## config.mk

```make
export PLATFORM = sky130hd
export DESIGN_NAME = rv_de_core
export DESIGN_NICKNAME = d
export VERILOG_FILES = /design/src/rv_de_pkg.sv /design/src/instr_decoder.sv /design/src/reg_file.sv /design/src/pipeline_reg_d_e.sv /design/src/hazard_unit.sv /design/src/alu_execute.sv /design/src/rv_de_core.sv
export VERILOG_INCLUDE_DIRS = /design/src
export SDC_FILE = /design/constraint.sdc
export NUM_CORES = 2
export LEC_CHECK = 0
export BUFFER_PORTS_ARGS = -buffer_cell sky130_fd_sc_hd__buf_4
export CAP_MARGIN = 5
export CORE_AREA = 2 2 299 596
export CTS_BUF_LIST = sky130_fd_sc_hd__clkbuf_16
export DETAILED_ROUTE_END_ITERATION = 10
export DIE_AREA = 0 0 301 598
export PLACE_DENSITY = 0.66
export SETUP_SLACK_MARGIN = 0.2
export SLEW_MARGIN = 20
export SYNTH_ARGS = -nofsm -noshare
export SYNTH_HDL_FRONTEND = slang
export SYNTH_HIERARCHICAL = 1
export SYNTH_SLANG_ARGS = --single-unit
```

## constraint.sdc

```tcl
create_clock -name clk -period 5.8 [get_ports clk]
set_clock_uncertainty 0.05 [all_clocks]
set_input_delay 0.58 -clock clk [delete_from_list [all_inputs] [get_ports clk]]
set_output_delay 0.58 -clock clk [all_outputs]
set_load 0.01 [all_outputs]
```

## src/rv_de_cfg.svh

```systemverilog
`ifndef RV_DE_CFG_SVH
`define RV_DE_CFG_SVH

// data path width, RV32 only
`define RV_DE_XLEN 32

// architectural registers x0..x31
`define RV_DE_NREGS 32

// pc held in execute while in reset
`define RV_DE_RESET_PC 'h0

`endif

```

## src/rv_de_pkg.sv

```systemverilog
`include "rv_de_cfg.svh"

package rv_de_pkg;

    // one data word
    typedef logic [`RV_DE_XLEN-1:0] word_t;

    // register index, x0..x31
    typedef logic [4:0] reg_addr_t;

    typedef enum logic [3:0] {
        ALU_ADD = 4'd0,
        ALU_SUB = 4'd1,
        ALU_AND = 4'd2,
        ALU_OR  = 4'd3,
        ALU_XOR = 4'd4,
        ALU_SLT = 4'd5, // signed compare
        ALU_SLL = 4'd6,
        ALU_SRL = 4'd7
    } alu_op_t;

    // what the writeback stage will pick up
    typedef enum logic [1:0] {
        RES_ALU       = 2'd0,
        RES_MEM       = 2'd1, // load data, not known until mem stage
        RES_PC_PLUS_4 = 2'd2  // link value of jal
    } result_src_t;

endpackage

```

## src/instr_decoder.sv

```systemverilog
`timescale 1ns/1ps
`include "rv_de_cfg.svh"

module instr_decoder (
    input  rv_de_pkg::word_t       instr_i,
    input  logic                   instr_valid_i,
    output logic                   reg_wr_en_o,
    output logic                   mem_wr_en_o,
    output logic                   branch_o,
    output logic                   branch_ne_o,
    output logic                   jump_o,
    output logic                   alu_src_o,
    output rv_de_pkg::result_src_t result_src_o,
    output rv_de_pkg::alu_op_t     alu_op_o,
    output rv_de_pkg::word_t       imm_ext_o,
    output rv_de_pkg::reg_addr_t   rs1_addr_o,
    output rv_de_pkg::reg_addr_t   rs2_addr_o,
    output rv_de_pkg::reg_addr_t   rd_addr_o,
    output logic                   illegal_o
);

    localparam logic [6:0] OP_R_TYPE = 7'b0110011;
    localparam logic [6:0] OP_I_ALU  = 7'b0010011;
    localparam logic [6:0] OP_LOAD   = 7'b0000011;
    localparam logic [6:0] OP_STORE  = 7'b0100011;
    localparam logic [6:0] OP_BRANCH = 7'b1100011;
    localparam logic [6:0] OP_JAL    = 7'b1101111;

    logic [6:0]       opcode;
    logic [2:0]       funct3;
    logic             funct7_5;
    logic             unknown_op;
    rv_de_pkg::word_t imm_i;
    rv_de_pkg::word_t imm_s;
    rv_de_pkg::word_t imm_b;
    rv_de_pkg::word_t imm_j;

    // sub only exists in the R-type encoding
    function automatic rv_de_pkg::alu_op_t alu_op_sel(input logic [2:0] f3, input logic sub_sel);
        rv_de_pkg::alu_op_t op;
        case (f3)
            3'b000:  op = sub_sel ? rv_de_pkg::ALU_SUB : rv_de_pkg::ALU_ADD;
            3'b001:  op = rv_de_pkg::ALU_SLL;
            3'b010:  op = rv_de_pkg::ALU_SLT;
            3'b100:  op = rv_de_pkg::ALU_XOR;
            3'b101:  op = rv_de_pkg::ALU_SRL;
            3'b110:  op = rv_de_pkg::ALU_OR;
            3'b111:  op = rv_de_pkg::ALU_AND;
            default: op = rv_de_pkg::ALU_ADD; // sltu not supported
        endcase
        return op;
    endfunction

    assign opcode   = instr_i[6:0];
    assign funct3   = instr_i[14:12];
    assign funct7_5 = instr_i[30];

    assign rs1_addr_o = instr_i[19:15];
    assign rs2_addr_o = instr_i[24:20];
    assign rd_addr_o  = instr_i[11:7];

    assign imm_i = {{(`RV_DE_XLEN-12){instr_i[31]}}, instr_i[31:20]};
    assign imm_s = {{(`RV_DE_XLEN-12){instr_i[31]}}, instr_i[31:25], instr_i[11:7]};
    assign imm_b = {{(`RV_DE_XLEN-12){instr_i[31]}}, instr_i[7], instr_i[30:25],
                    instr_i[11:8], 1'b0};
    assign imm_j = {{(`RV_DE_XLEN-20){instr_i[31]}}, instr_i[19:12], instr_i[20],
                    instr_i[30:21], 1'b0};

    always_comb begin
        reg_wr_en_o  = 1'b0;
        mem_wr_en_o  = 1'b0;
        branch_o     = 1'b0;
        branch_ne_o  = 1'b0;
        jump_o       = 1'b0;
        alu_src_o    = 1'b0;
        result_src_o = rv_de_pkg::RES_ALU;
        alu_op_o     = rv_de_pkg::ALU_ADD;
        imm_ext_o    = imm_i;
        unknown_op   = 1'b0;
        case (opcode)
            OP_R_TYPE: begin
                reg_wr_en_o = 1'b1;
                alu_op_o    = alu_op_sel(funct3, funct7_5);
            end
            OP_I_ALU: begin
                reg_wr_en_o = 1'b1;
                alu_src_o   = 1'b1;
                alu_op_o    = alu_op_sel(funct3, 1'b0);
            end
            OP_LOAD: begin // address only
                reg_wr_en_o  = 1'b1;
                alu_src_o    = 1'b1;
                result_src_o = rv_de_pkg::RES_MEM;
            end
            OP_STORE: begin
                mem_wr_en_o = 1'b1;
                alu_src_o   = 1'b1;
                imm_ext_o   = imm_s;
            end
            OP_BRANCH: begin
                branch_o    = 1'b1;
                branch_ne_o = funct3[0]; // beq 000, bne 001
                alu_op_o    = rv_de_pkg::ALU_SUB;
                imm_ext_o   = imm_b;
            end
            OP_JAL: begin
                reg_wr_en_o  = 1'b1;
                jump_o       = 1'b1;
                result_src_o = rv_de_pkg::RES_PC_PLUS_4;
                imm_ext_o    = imm_j;
            end
            default: unknown_op = 1'b1;
        endcase
        if (!instr_valid_i) begin
            reg_wr_en_o = 1'b0;
            mem_wr_en_o = 1'b0;
        end
    end

    assign illegal_o = instr_valid_i && unknown_op;

endmodule

```

## src/reg_file.sv

```systemverilog
`timescale 1ns/1ps
`include "rv_de_cfg.svh"

module reg_file (
    input  logic                 clk,
    input  logic                 arst_n_i,
    input  rv_de_pkg::reg_addr_t rs1_addr_i,
    input  rv_de_pkg::reg_addr_t rs2_addr_i,
    output rv_de_pkg::word_t     rs1_data_o,
    output rv_de_pkg::word_t     rs2_data_o,
    input  logic                 wr_en_i,
    input  rv_de_pkg::reg_addr_t wr_addr_i,
    input  rv_de_pkg::word_t     wr_data_i
);

    rv_de_pkg::word_t regs [`RV_DE_NREGS];
    logic             wr_active;

    assign wr_active = wr_en_i && (wr_addr_i != '0); // x0 never written

    always_ff @(posedge clk or negedge arst_n_i) begin
        if (!arst_n_i) begin
            for (int i = 0; i < `RV_DE_NREGS; i++) begin
                regs[i] <= '0;
            end
        end else if (wr_active) begin
            regs[wr_addr_i] <= wr_data_i;
        end
    end

    // writeback in the same cycle wins over the stored value
    assign rs1_data_o = (wr_active && (wr_addr_i == rs1_addr_i)) ? wr_data_i : regs[rs1_addr_i];
    assign rs2_data_o = (wr_active && (wr_addr_i == rs2_addr_i)) ? wr_data_i : regs[rs2_addr_i];

    a_x0_reads_zero: assert property (@(posedge clk) disable iff (!arst_n_i)
        ((rs1_addr_i != '0) || (rs1_data_o == '0)) &&
        ((rs2_addr_i != '0) || (rs2_data_o == '0)))
        else $error("reg_file: x0 read returned nonzero");

endmodule

```

## src/pipeline_reg_d_e.sv

```systemverilog
`timescale 1ns/1ps
`include "rv_de_cfg.svh"

module pipeline_reg_d_e (
    input  logic                   clk,
    input  logic                   arst_n_i,
    input  logic                   flush_i,
    input  logic                   valid_i,
    // decode side
    input  logic                   reg_wr_en_i,
    input  logic                   mem_wr_en_i,
    input  logic                   branch_i,
    input  logic                   branch_ne_i,
    input  logic                   jump_i,
    input  logic                   alu_src_i,
    input  rv_de_pkg::result_src_t result_src_i,
    input  rv_de_pkg::alu_op_t     alu_op_i,
    input  rv_de_pkg::word_t       imm_ext_i,
    input  rv_de_pkg::reg_addr_t   rd_addr_i,
    input  rv_de_pkg::word_t       rs1_data_i,
    input  rv_de_pkg::word_t       rs2_data_i,
    input  rv_de_pkg::word_t       pc_i,
    input  rv_de_pkg::word_t       pc_plus_4_i,
    // execute side
    output logic                   reg_wr_en_o,
    output logic                   mem_wr_en_o,
    output logic                   branch_o,
    output logic                   branch_ne_o,
    output logic                   jump_o,
    output logic                   alu_src_o,
    output rv_de_pkg::result_src_t result_src_o,
    output rv_de_pkg::alu_op_t     alu_op_o,
    output rv_de_pkg::word_t       imm_ext_o,
    output rv_de_pkg::reg_addr_t   rd_addr_o,
    output rv_de_pkg::word_t       rs1_data_o,
    output rv_de_pkg::word_t       rs2_data_o,
    output rv_de_pkg::word_t       pc_o,
    output rv_de_pkg::word_t       pc_plus_4_o
);

    logic keep_ctrl;

    assign keep_ctrl = valid_i && !flush_i; // otherwise a bubble enters execute

    always_ff @(posedge clk or negedge arst_n_i) begin
        if (!arst_n_i) begin
            reg_wr_en_o  <= 1'b0;
            mem_wr_en_o  <= 1'b0;
            branch_o     <= 1'b0;
            branch_ne_o  <= 1'b0;
            jump_o       <= 1'b0;
            alu_src_o    <= 1'b0;
            result_src_o <= rv_de_pkg::RES_ALU;
            alu_op_o     <= rv_de_pkg::ALU_ADD;
            imm_ext_o    <= '0;
            rd_addr_o    <= '0;
            rs1_data_o   <= '0;
            rs2_data_o   <= '0;
            pc_o         <= `RV_DE_RESET_PC;
            pc_plus_4_o  <= '0;
        end else begin
            reg_wr_en_o  <= keep_ctrl && reg_wr_en_i;
            mem_wr_en_o  <= keep_ctrl && mem_wr_en_i;
            branch_o     <= keep_ctrl && branch_i;
            jump_o       <= keep_ctrl && jump_i;
            result_src_o <= keep_ctrl ? result_src_i : rv_de_pkg::RES_ALU;

            // payload follows decode unconditionally
            branch_ne_o <= branch_ne_i;
            alu_src_o   <= alu_src_i;
            alu_op_o    <= alu_op_i;
            imm_ext_o   <= imm_ext_i;
            rd_addr_o   <= rd_addr_i;
            rs1_data_o  <= rs1_data_i;
            rs2_data_o  <= rs2_data_i;
            pc_o        <= pc_i;
            pc_plus_4_o <= pc_plus_4_i;
        end
    end

    a_flush_bubble: assert property (@(posedge clk) disable iff (!arst_n_i)
        flush_i |=> (!reg_wr_en_o && !mem_wr_en_o && !branch_o && !jump_o))
        else $error("pipeline_reg_d_e: write enable survived a flush");

endmodule

```

## src/hazard_unit.sv

```systemverilog
`timescale 1ns/1ps

module hazard_unit (
    input  rv_de_pkg::reg_addr_t   rs1_addr_d_i,
    input  rv_de_pkg::reg_addr_t   rs2_addr_d_i,
    input  rv_de_pkg::reg_addr_t   rd_addr_e_i,
    input  logic                   reg_wr_en_e_i,
    input  rv_de_pkg::result_src_t result_src_e_i,
    input  logic                   branch_taken_e_i,
    output logic                   stall_o,
    output logic                   flush_e_o
);

    logic load_in_e;
    logic src_match;
    logic load_use;

    always_comb begin
        load_in_e = (result_src_e_i == rv_de_pkg::RES_MEM) && reg_wr_en_e_i &&
                    (rd_addr_e_i != '0);
        // both fields compared even if unused by the instruction
        src_match = (rd_addr_e_i == rs1_addr_d_i) || (rd_addr_e_i == rs2_addr_d_i);
        load_use  = load_in_e && src_match;

        stall_o   = load_use;                     // hold decode one cycle
        flush_e_o = load_use || branch_taken_e_i; // bubble into execute
    end

endmodule

```

## src/alu_execute.sv

```systemverilog
`timescale 1ns/1ps

module alu_execute (
    input  rv_de_pkg::word_t   rs1_data_i,
    input  rv_de_pkg::word_t   rs2_data_i,
    input  rv_de_pkg::word_t   imm_ext_i,
    input  rv_de_pkg::word_t   pc_i,
    input  logic               alu_src_i,
    input  rv_de_pkg::alu_op_t alu_op_i,
    input  logic               branch_i,
    input  logic               branch_ne_i,
    input  logic               jump_i,
    output rv_de_pkg::word_t   alu_result_o,
    output rv_de_pkg::word_t   store_data_o,
    output logic               branch_taken_o,
    output rv_de_pkg::word_t   branch_target_o
);

    rv_de_pkg::word_t src_a;
    rv_de_pkg::word_t src_b;
    rv_de_pkg::word_t diff;
    logic [4:0]       shamt;
    logic             zero;
    logic             cond;

    assign src_a = rs1_data_i;
    assign src_b = alu_src_i ? imm_ext_i : rs2_data_i;
    assign diff  = src_a - src_b;
    assign shamt = src_b[4:0];

    always_comb begin
        case (alu_op_i)
            rv_de_pkg::ALU_ADD: alu_result_o = src_a + src_b;
            rv_de_pkg::ALU_SUB: alu_result_o = diff;
            rv_de_pkg::ALU_AND: alu_result_o = src_a & src_b;
            rv_de_pkg::ALU_OR:  alu_result_o = src_a | src_b;
            rv_de_pkg::ALU_XOR: alu_result_o = src_a ^ src_b;
            rv_de_pkg::ALU_SLT: begin
                alu_result_o = ($signed(src_a) < $signed(src_b)) ? 'd1 : 'd0;
            end
            rv_de_pkg::ALU_SLL: alu_result_o = src_a << shamt;
            rv_de_pkg::ALU_SRL: alu_result_o = src_a >> shamt;
            default:            alu_result_o = '0;
        endcase
    end

    // branches run with alu_src low, so diff is rs1 - rs2
    assign zero = (diff == '0);
    assign cond = branch_ne_i ? !zero : zero;

    assign branch_taken_o  = (branch_i && cond) || jump_i;
    assign branch_target_o = pc_i + imm_ext_i;
    assign store_data_o    = rs2_data_i;

endmodule

```

## src/rv_de_core.sv

```systemverilog
`timescale 1ns/1ps

module rv_de_core (
    input  logic                   clk,
    input  logic                   arst_n_i,
    input  rv_de_pkg::word_t       instr_i,
    input  rv_de_pkg::word_t       pc_i,
    input  logic                   instr_valid_i,
    input  logic                   wb_en_i,
    input  rv_de_pkg::reg_addr_t   wb_addr_i,
    input  rv_de_pkg::word_t       wb_data_i,
    output logic                   stall_o,
    output logic                   illegal_o,
    output logic                   reg_wr_en_o,
    output logic                   mem_wr_en_o,
    output rv_de_pkg::result_src_t result_src_o,
    output rv_de_pkg::reg_addr_t   wr_addr_o,
    output rv_de_pkg::word_t       alu_result_o,
    output rv_de_pkg::word_t       store_data_o,
    output rv_de_pkg::word_t       pc_plus_4_o,
    output logic                   branch_taken_o,
    output rv_de_pkg::word_t       branch_target_o
);

    // decode stage
    logic                   reg_wr_en_d;
    logic                   mem_wr_en_d;
    logic                   branch_d;
    logic                   branch_ne_d;
    logic                   jump_d;
    logic                   alu_src_d;
    rv_de_pkg::result_src_t result_src_d;
    rv_de_pkg::alu_op_t     alu_op_d;
    rv_de_pkg::word_t       imm_ext_d;
    rv_de_pkg::reg_addr_t   rs1_addr_d;
    rv_de_pkg::reg_addr_t   rs2_addr_d;
    rv_de_pkg::reg_addr_t   rd_addr_d;
    rv_de_pkg::word_t       rs1_data_d;
    rv_de_pkg::word_t       rs2_data_d;
    rv_de_pkg::word_t       pc_plus_4_d;

    // execute stage
    logic                   branch_e;
    logic                   branch_ne_e;
    logic                   jump_e;
    logic                   alu_src_e;
    rv_de_pkg::alu_op_t     alu_op_e;
    rv_de_pkg::word_t       imm_ext_e;
    rv_de_pkg::word_t       rs1_data_e;
    rv_de_pkg::word_t       rs2_data_e;
    rv_de_pkg::word_t       pc_e;
    logic                   flush_e;

    assign pc_plus_4_d = pc_i + 'd4; // link value for jal

    instr_decoder u_decoder (
        .instr_i       (instr_i),
        .instr_valid_i (instr_valid_i),
        .reg_wr_en_o   (reg_wr_en_d),
        .mem_wr_en_o   (mem_wr_en_d),
        .branch_o      (branch_d),
        .branch_ne_o   (branch_ne_d),
        .jump_o        (jump_d),
        .alu_src_o     (alu_src_d),
        .result_src_o  (result_src_d),
        .alu_op_o      (alu_op_d),
        .imm_ext_o     (imm_ext_d),
        .rs1_addr_o    (rs1_addr_d),
        .rs2_addr_o    (rs2_addr_d),
        .rd_addr_o     (rd_addr_d),
        .illegal_o     (illegal_o)
    );

    reg_file u_reg_file (
        .clk        (clk),
        .arst_n_i   (arst_n_i),
        .rs1_addr_i (rs1_addr_d),
        .rs2_addr_i (rs2_addr_d),
        .rs1_data_o (rs1_data_d),
        .rs2_data_o (rs2_data_d),
        .wr_en_i    (wb_en_i),
        .wr_addr_i  (wb_addr_i),
        .wr_data_i  (wb_data_i)
    );

    pipeline_reg_d_e u_pipe_d_e (
        .clk          (clk),
        .arst_n_i     (arst_n_i),
        .flush_i      (flush_e),
        .valid_i      (instr_valid_i),
        .reg_wr_en_i  (reg_wr_en_d),
        .mem_wr_en_i  (mem_wr_en_d),
        .branch_i     (branch_d),
        .branch_ne_i  (branch_ne_d),
        .jump_i       (jump_d),
        .alu_src_i    (alu_src_d),
        .result_src_i (result_src_d),
        .alu_op_i     (alu_op_d),
        .imm_ext_i    (imm_ext_d),
        .rd_addr_i    (rd_addr_d),
        .rs1_data_i   (rs1_data_d),
        .rs2_data_i   (rs2_data_d),
        .pc_i         (pc_i),
        .pc_plus_4_i  (pc_plus_4_d),
        .reg_wr_en_o  (reg_wr_en_o),
        .mem_wr_en_o  (mem_wr_en_o),
        .branch_o     (branch_e),
        .branch_ne_o  (branch_ne_e),
        .jump_o       (jump_e),
        .alu_src_o    (alu_src_e),
        .result_src_o (result_src_o),
        .alu_op_o     (alu_op_e),
        .imm_ext_o    (imm_ext_e),
        .rd_addr_o    (wr_addr_o),
        .rs1_data_o   (rs1_data_e),
        .rs2_data_o   (rs2_data_e),
        .pc_o         (pc_e),
        .pc_plus_4_o  (pc_plus_4_o)
    );

    hazard_unit u_hazard (
        .rs1_addr_d_i     (rs1_addr_d),
        .rs2_addr_d_i     (rs2_addr_d),
        .rd_addr_e_i      (wr_addr_o),
        .reg_wr_en_e_i    (reg_wr_en_o),
        .result_src_e_i   (result_src_o),
        .branch_taken_e_i (branch_taken_o),
        .stall_o          (stall_o),
        .flush_e_o        (flush_e)
    );

    alu_execute u_execute (
        .rs1_data_i      (rs1_data_e),
        .rs2_data_i      (rs2_data_e),
        .imm_ext_i       (imm_ext_e),
        .pc_i            (pc_e),
        .alu_src_i       (alu_src_e),
        .alu_op_i        (alu_op_e),
        .branch_i        (branch_e),
        .branch_ne_i     (branch_ne_e),
        .jump_i          (jump_e),
        .alu_result_o    (alu_result_o),
        .store_data_o    (store_data_o),
        .branch_taken_o  (branch_taken_o),
        .branch_target_o (branch_target_o)
    );

endmodule

```

### Word-level counts from Yosys, hierarchy flattened

Index checks and enable logic that the tools add are counted.

* bits of input ports: 105
* word-level logic and storage cells: 145
* flip-flop bits (word level): 1190

* shifts and indexed selects: 2
* reductions and logical operators: 27
* order comparisons: 5
* equality and inequality tests: 24
* add/sub/neg operators: 4
* bitwise operators: 6
* muxes and demuxes: 31

Operator list (number)
* $bwmux 1024: 1
* $bmux 32 s5: 2
* $mux 32: 8
* $pmux 32 s8: 1
* $demux 32 s5: 1
* $add 32x32->32: 2
* $pmux 20 s3: 1
* $add 32x3->32 const B: 1
* $and 32x32->32: 1
* $logic_not 32->1: 1
* $lt 32x32->1: 1
* $or 32x32->32: 1
* $shl 32x5->32: 1
* $shr 32x5->32: 1
* $sub 32x32->32: 1
* $xor 32x32->32: 1
* $pmux 4 s7: 1
* $eq 5x5->1: 4
* $ge 6x6->1 const B: 3
* $not 5->6: 3
* $pmux 3 s6: 1
* $eq 4x3->1 const B: 4
* $eq 7x6->1 const B: 2
* $eq 7x7->1 const B: 2
* 22 further kinds: 54

### Depth between registers and ports, before layout

* depth in word-level cells: 11
* mapped depth: 21
* depth with buffers taken out: 17

### Hierarchy

The synthesis kept the hierarchy.

By module, submodules not included
* reg_file: cells each 3483, instances 1, area an instance 53445.0 um^2
* alu_execute: cells each 1576, instances 1, area an instance 10453.8 um^2
* pipeline_reg_d_e: cells each 183, instances 1, area an instance 4481.8 um^2
* instr_decoder: cells each 90, instances 1, area an instance 688.2 um^2
* rv_de_core: cells each 81, instances 1, area an instance 565.5 um^2
* hazard_unit: cells each 21, instances 1, area an instance 147.6 um^2

### Worst setup path after synthesis

No wires, ideal clock.

* path type: register to output
* start point: register u_pipe_d_e.alu_src_o
* end point: output branch_taken_o
* data required time: 5.170 ns
* arrival: 4.811 ns
* setup slack: 0.359 ns
* cell stages (with the launch flop): 17
* cells stage by stage: dfrtp_1 buf_2 mux2i_1 clkbuf_1 buf_1 clkbuf_1 ha_1 nand2b_1 a2111o_1 nand3_2 a211oi_4 o41ai_2 xor2_1 or4_1 nor4b_2 a31oi_1 a2111o_1

* cells in the longest elaborated chain, start to end: 7

RTL lines
* start: declaration: line pipeline_reg_d_e.sv:30 `output logic alu_src_o,`
* start signal: assignment: line pipeline_reg_d_e.sv:70 `alu_src_o <= alu_src_i;`
* $mux 32 *: line alu_execute.sv:27 `assign src_b = alu_src_i ? imm_ext_i : rs2_data_i;`
* $sub 32x32->32 *: line alu_execute.sv:28 `assign diff = src_a - src_b;`
* $logic_not 32->1 *: line alu_execute.sv:48 `assign zero = (diff == '0);`
* $logic_not 1->1: line alu_execute.sv:49 `assign cond = branch_ne_i ? !zero : zero;`
* $mux 1 *: line alu_execute.sv:49
* $logic_and 1x1->1 *: line alu_execute.sv:51 `assign branch_taken_o = (branch_i && cond) || jump_i;`
* $logic_or 1x1->1 *: line alu_execute.sv:51
* end: declaration: line rv_de_core.sv:21 `output logic branch_taken_o,`

Mark *: on every way between the ends. The rest lies on a longest branch, timed or not.

### Final worst setup path

Same ends and word-level chain as after synthesis.

==> results.py <==
metrics = {
    "global_route": {
        "number_of_global_route_vias_before_repair": 54500,
        "groute.usage.overall_pct": 31.4,
        "antenna_found_initial": 34,
        "overflow_after_grt": 0,
        "grt_pass1_wl_mm": 401,
        "grt_max_degree": 155,
    },
    "routing": {
        "via_count": 52000,
        "drtIter0Drc": 5213,
        "first_pass_iters": 9,
        "routed_wl_mm": 284,
        "antenna_violating_nets_post_route": 0,
        "remaining_drc_errors": 0,
        "avgViaCountPerCell": 6.56,
        "drt-wirelength-per-cell_um": 35.8,
    },
    "pwr": {
        "max-vdd-ir-drop_mv": 0.292,
        "power.leakage_nw": 34.0,
        "p_seq_share_pct": 40.8,
        "combinationalPowerShare_pct": 32.9,
        "power_density_nw_per_um2": 343,
        "p_switching_mw": 9.43,
        "share_clk_of_total_power_pct": 26.2,
        "sw_frac_of_total_pct": 35.0,
        "cellInternalPower_mw": 17.5,
    },
    "synthesis": {
        "async_reset_ff_share_pct": 100,
        "ys_seq_elements": 1201,
        "synth_top_flop_cell": "sky130_fd_sc_hd__dfrtp_1",
        "synth_edf_count": 0,
        "synth.net_count": 5671,
        "synth_sequential_area_ratio_pct": 43.1,
        "syn-cell-area_um2": 69800,
        "synth_warn": 6,
        "synth_area_per_cell_um2": 12.8,
        "synthesis.instances": 5434,
        "synth.lib_cells_used.distinct": 98,
    },
    "sta": {
        "finalHoldViolations": 0,
        "fmax_mhz": 173,
        "fin_crit_sh_pct": 99.6,
        "setup_tns_ns": 0,
        "final-max-slew-violation-count": 0,
        "slew_headroom_pct": 8.59,
        "setup_viol_count_final": 0,
        "layout_min_cycle_time_ns": 5.78,
        "setup_repair_after_global_routing_missed_its_margin": "yes",
        "final.setup.worst_slack_ns": 0.0248,
        "timing_worst_slew_pin_value_ns": 1.37,
    },
    "setup_path": {
        "cp-start-kind": "flop",
        "path_max_fanout": 6,
        "arrival_ns": 5.15,
        "crit_top_cell": "sky130_fd_sc_hd__buf_4",
        "critical-path-slowest-cell": "sky130_fd_sc_hd__o31ai_4",
        "worst_setup_path_end_kind": "primary output",
        "worst-setup-path-type": "flop to primary output",
        "cp_cell_sequence": "buf_4 -> clkbuf_16 -> mux2i_2 -> ha_1 -> nor2b_1 -> a2111o_1 -> buf_4 -> o31ai_4 -> o41ai_4 -> xor2_1 -> or4_4 -> nor4b_4 -> buf_4 -> a31oi_1 -> a2111o_1 -> buf_6",
        "critical_path.max_stage_delay_ns": 0.66,
        "worst_ep_required_time_ns": 5.17,
    },
    "clocking": {
        "cts_tree": "yes",
        "worst_skew_pair.late_latency_ns": 0.74,
        "cts-buffers-inserted": 104,
        "cts_htree_levels": 3,
        "clock-sinks": 1201,
        "clk_pin_slew_worst_paths_ns": 0.07,
        "clk_path_buf_depth": 3,
        "cts.root.buffer_cell": "sky130_fd_sc_hd__clkbuf_16",
    },
    "placement": {
        "io_buffer_count": 244,
        "final_hpwl_dp_mm": 196,
        "pre_cts_slack_ns": 0.105,
        "place.gp.congestion": 1.07,
    },
    "final_layout": {
        "drive_gt1_share_pct": 35.8,
        "final_core_util_pct": 44.7,
        "area_delta_synth_final_pct": 12.7,
        "final.fill_count": 15900,
        "nNetsFinal": 5743,
    },
    "floorplanning": {
        "fp.dieW_um": 301,
        "fp.dieH_um": 598,
        "die_area_um2": 180000,
        "core_area_um2": 176000,
        "starting_density_of_the_core_pct": 39.7,
        "floorplan.io_pins": 245,
        "number_of_placement_rows": 218,
    },
    "run_status": {
        "status": "complete, no violations",
    },
    "worst_hold_path": {
        "holdCritPathClass": "input port to flop",
    },
    "run": {
        "timing.max_cap.violations": 0,
    },
}
final timing paths:
path | from | endpoint | slack [ns] | depth (start not counted)
setup / recovery | u_pipe_d_e/alu_src_o | branch_taken_o | 0.02 | 16
hold / removal | instr_i[30] | u_pipe_d_e/imm_ext_o[10] | 0.03 | 1
setup reg to reg | u_pipe_d_e/alu_src_o | u_pipe_d_e/jump_o | 0.92 | 17
hold reg to reg | u_reg_file/regs[1006] | u_reg_file/regs[1006] | 0.35 | 0
max in group asynchronous | arst_n_i | u_reg_file/regs[253] | 3.59 | 3
min in group asynchronous | arst_n_i | u_pipe_d_e/pc_plus_4_o[7] | 0.39 | 2
cells in the mapped netlist (40+ instances only):
library cell	n	area, um^2
sky130_fd_sc_hd__mux2i_1	113	1130
sky130_fd_sc_hd__o21ai_0	150	751
sky130_fd_sc_hd__mux2_2	631	7110
sky130_fd_sc_hd__buf_1	69	259
sky130_fd_sc_hd__ha_1	129	1610
sky130_fd_sc_hd__inv_1	104	390
sky130_fd_sc_hd__or4_1	68	510
sky130_fd_sc_hd__nand3_1	58	290
sky130_fd_sc_hd__clkbuf_1	293	1100
sky130_fd_sc_hd__xnor2_1	61	534
sky130_fd_sc_hd__nand2_1	246	923
sky130_fd_sc_hd__mux4_2	522	11800
sky130_fd_sc_hd__a21o_1	40	300
sky130_fd_sc_hd__dfrtp_1	1201	30100
sky130_fd_sc_hd__o22ai_1	266	1660
sky130_fd_sc_hd__o21ai_1	65	325
sky130_fd_sc_hd__a21oi_1	103	515
sky130_fd_sc_hd__buf_2	95	475
sky130_fd_sc_hd__mux2_1	363	4090
sky130_fd_sc_hd__buf_4	103	773
sky130_fd_sc_hd__nor2_1	181	679
what timing repair did:
| item | 4_1_cts | 5_1_grt |
|---|---|---|
| pin swaps | 10 | 23 |
| cloned | 0 | 1 |
| hold buffers | 43 | 0 |
| setup buffers | 4 | 11 |
| gates resized for setup | 40 | 89 |
| setup endpoints to repair | 14 | 15 |
| endpoints found under the hold margin | 183 | 0 |
kinds of logic (layout without fill, tap and decap cells):
family	after synthesis	count (layout)	share of synthesized area (%)
muxes	1635	1635	34.6
DFF	1201	1201	43.1
AOI/OAI and AO/OA	902	902	8.41
and+or+nand+nor	780	780	5.65
buffers and inverters	687	847	4.63
adders and majority gates	132	132	2.40
xor gates and xnor gates	96	96	1.20
other	1	20	0.00537
layout by cell type, fill, tap and decap left out, types with 15 or more instances in the layout:
master / n
sky130_fd_sc_hd__a21oi_1: 100
sky130_fd_sc_hd__nor2_4: 16
sky130_fd_sc_hd__o21ai_0: 139
sky130_fd_sc_hd__dlygate4sd3_1: 43
sky130_fd_sc_hd__clkbuf_16: 106
sky130_fd_sc_hd__buf_4: 467
sky130_fd_sc_hd__mux4_2: 522
sky130_fd_sc_hd__o211ai_1: 34
sky130_fd_sc_hd__nand2_1: 224
sky130_fd_sc_hd__o22ai_1: 265
sky130_fd_sc_hd__inv_1: 121
sky130_fd_sc_hd__mux2_2: 631
sky130_fd_sc_hd__a221oi_1: 20
sky130_fd_sc_hd__clkinv_1: 18
sky130_fd_sc_hd__xnor2_1: 59
sky130_fd_sc_hd__o221ai_1: 19
sky130_fd_sc_hd__a21o_1: 39
sky130_fd_sc_hd__diode_2: 19
sky130_fd_sc_hd__nand3_1: 52
sky130_fd_sc_hd__or4_1: 66
sky130_fd_sc_hd__mux2_1: 363
sky130_fd_sc_hd__buf_12: 19
sky130_fd_sc_hd__nor2_1: 164
sky130_fd_sc_hd__a22oi_1: 28
sky130_fd_sc_hd__nor3_1: 29
sky130_fd_sc_hd__ha_1: 113
sky130_fd_sc_hd__nand2b_1: 19
sky130_fd_sc_hd__or2_2: 15
sky130_fd_sc_hd__mux2i_1: 96
sky130_fd_sc_hd__nand2_2: 21
sky130_fd_sc_hd__xor2_1: 35
sky130_fd_sc_hd__nand4_1: 21
sky130_fd_sc_hd__clkinv_2: 26
sky130_fd_sc_hd__dfrtp_1: 1198
sky130_fd_sc_hd__o21ai_1: 72
sky130_fd_sc_hd__nor2b_1: 21
sky130_fd_sc_hd__a31oi_1: 17
flip-flops by register name, summed over array words and instances, names as in the netlist, 4 cells and up:
register / flops
u_reg_file/regs: 1024
u_pipe_d_e/imm_ext_o: 32
u_pipe_d_e/pc_o: 32
u_pipe_d_e/pc_plus_4_o: 32
u_pipe_d_e/rs1_data_o: 32
u_pipe_d_e/rs2_data_o: 32
u_pipe_d_e/rd_addr_o: 5
u_pipe_d_e/alu_op_o: 4
routing by layer:
metal	up-vias	track usage, %	share of wire (%)
met4	32	30.0	12
met2	2877	53.4	50
met1	27000	30.6	31
li1	20800	-	-
met5	-	0	0.073
met3	1268	8.09	7.9
worst max-delay path: cells and delay by family, from the launching register on:
kind	cells	cell delay (ns)
fa+ha+maj	1	0.34
flops	1	0.44
mux	1	0.18
simple gates	3	0.93
compound gates	5	1.49
buf+inv	5	0.83
xor+xnor	1	0.18
power by group through the flow:
| stage | Combinational (mW) | Sequential [mW] | Clock (mW) |
|---|---|---|---|
| floorplan | 5.28 | 10.7 | 0 |
| global placement | 8.17 | 10.9 | 0 |
| detailed placement | 8.29 | 11.1 | 0 |
| CTS | 8.42 | 10.9 | 7.17 |
| global route | 9.25 | 11.2 | 7.50 |
| finish | 8.88 | 11.0 | 7.08 |
stage by stage:
step,instances,power [mW],area [um^2],hold WS [ns]
floorplan,5434,15.9,69800,0.234
global placement,7650,19.1,74000,0.326
detailed placement,7650,19.4,74000,0.333
CTS,7891,26.5,78000,0.00670
global route,7905,27.9,78600,0.00438
finish,7923,27.0,78600,0.0278
area by class of cell:
class	instances	area (um^2)	area share (%)
multi-input combinational	3546	37300	47.5
sequential	1201	30100	38.2
timing repair buffer	546	4540	5.77
tap	2310	2890	3.68
clock buffer	105	2630	3.34
clock inverter	89	712	0.906
inverter	107	402	0.511
antenna	19	47.5	0.0605
Power figures use the tool's default switching activity.
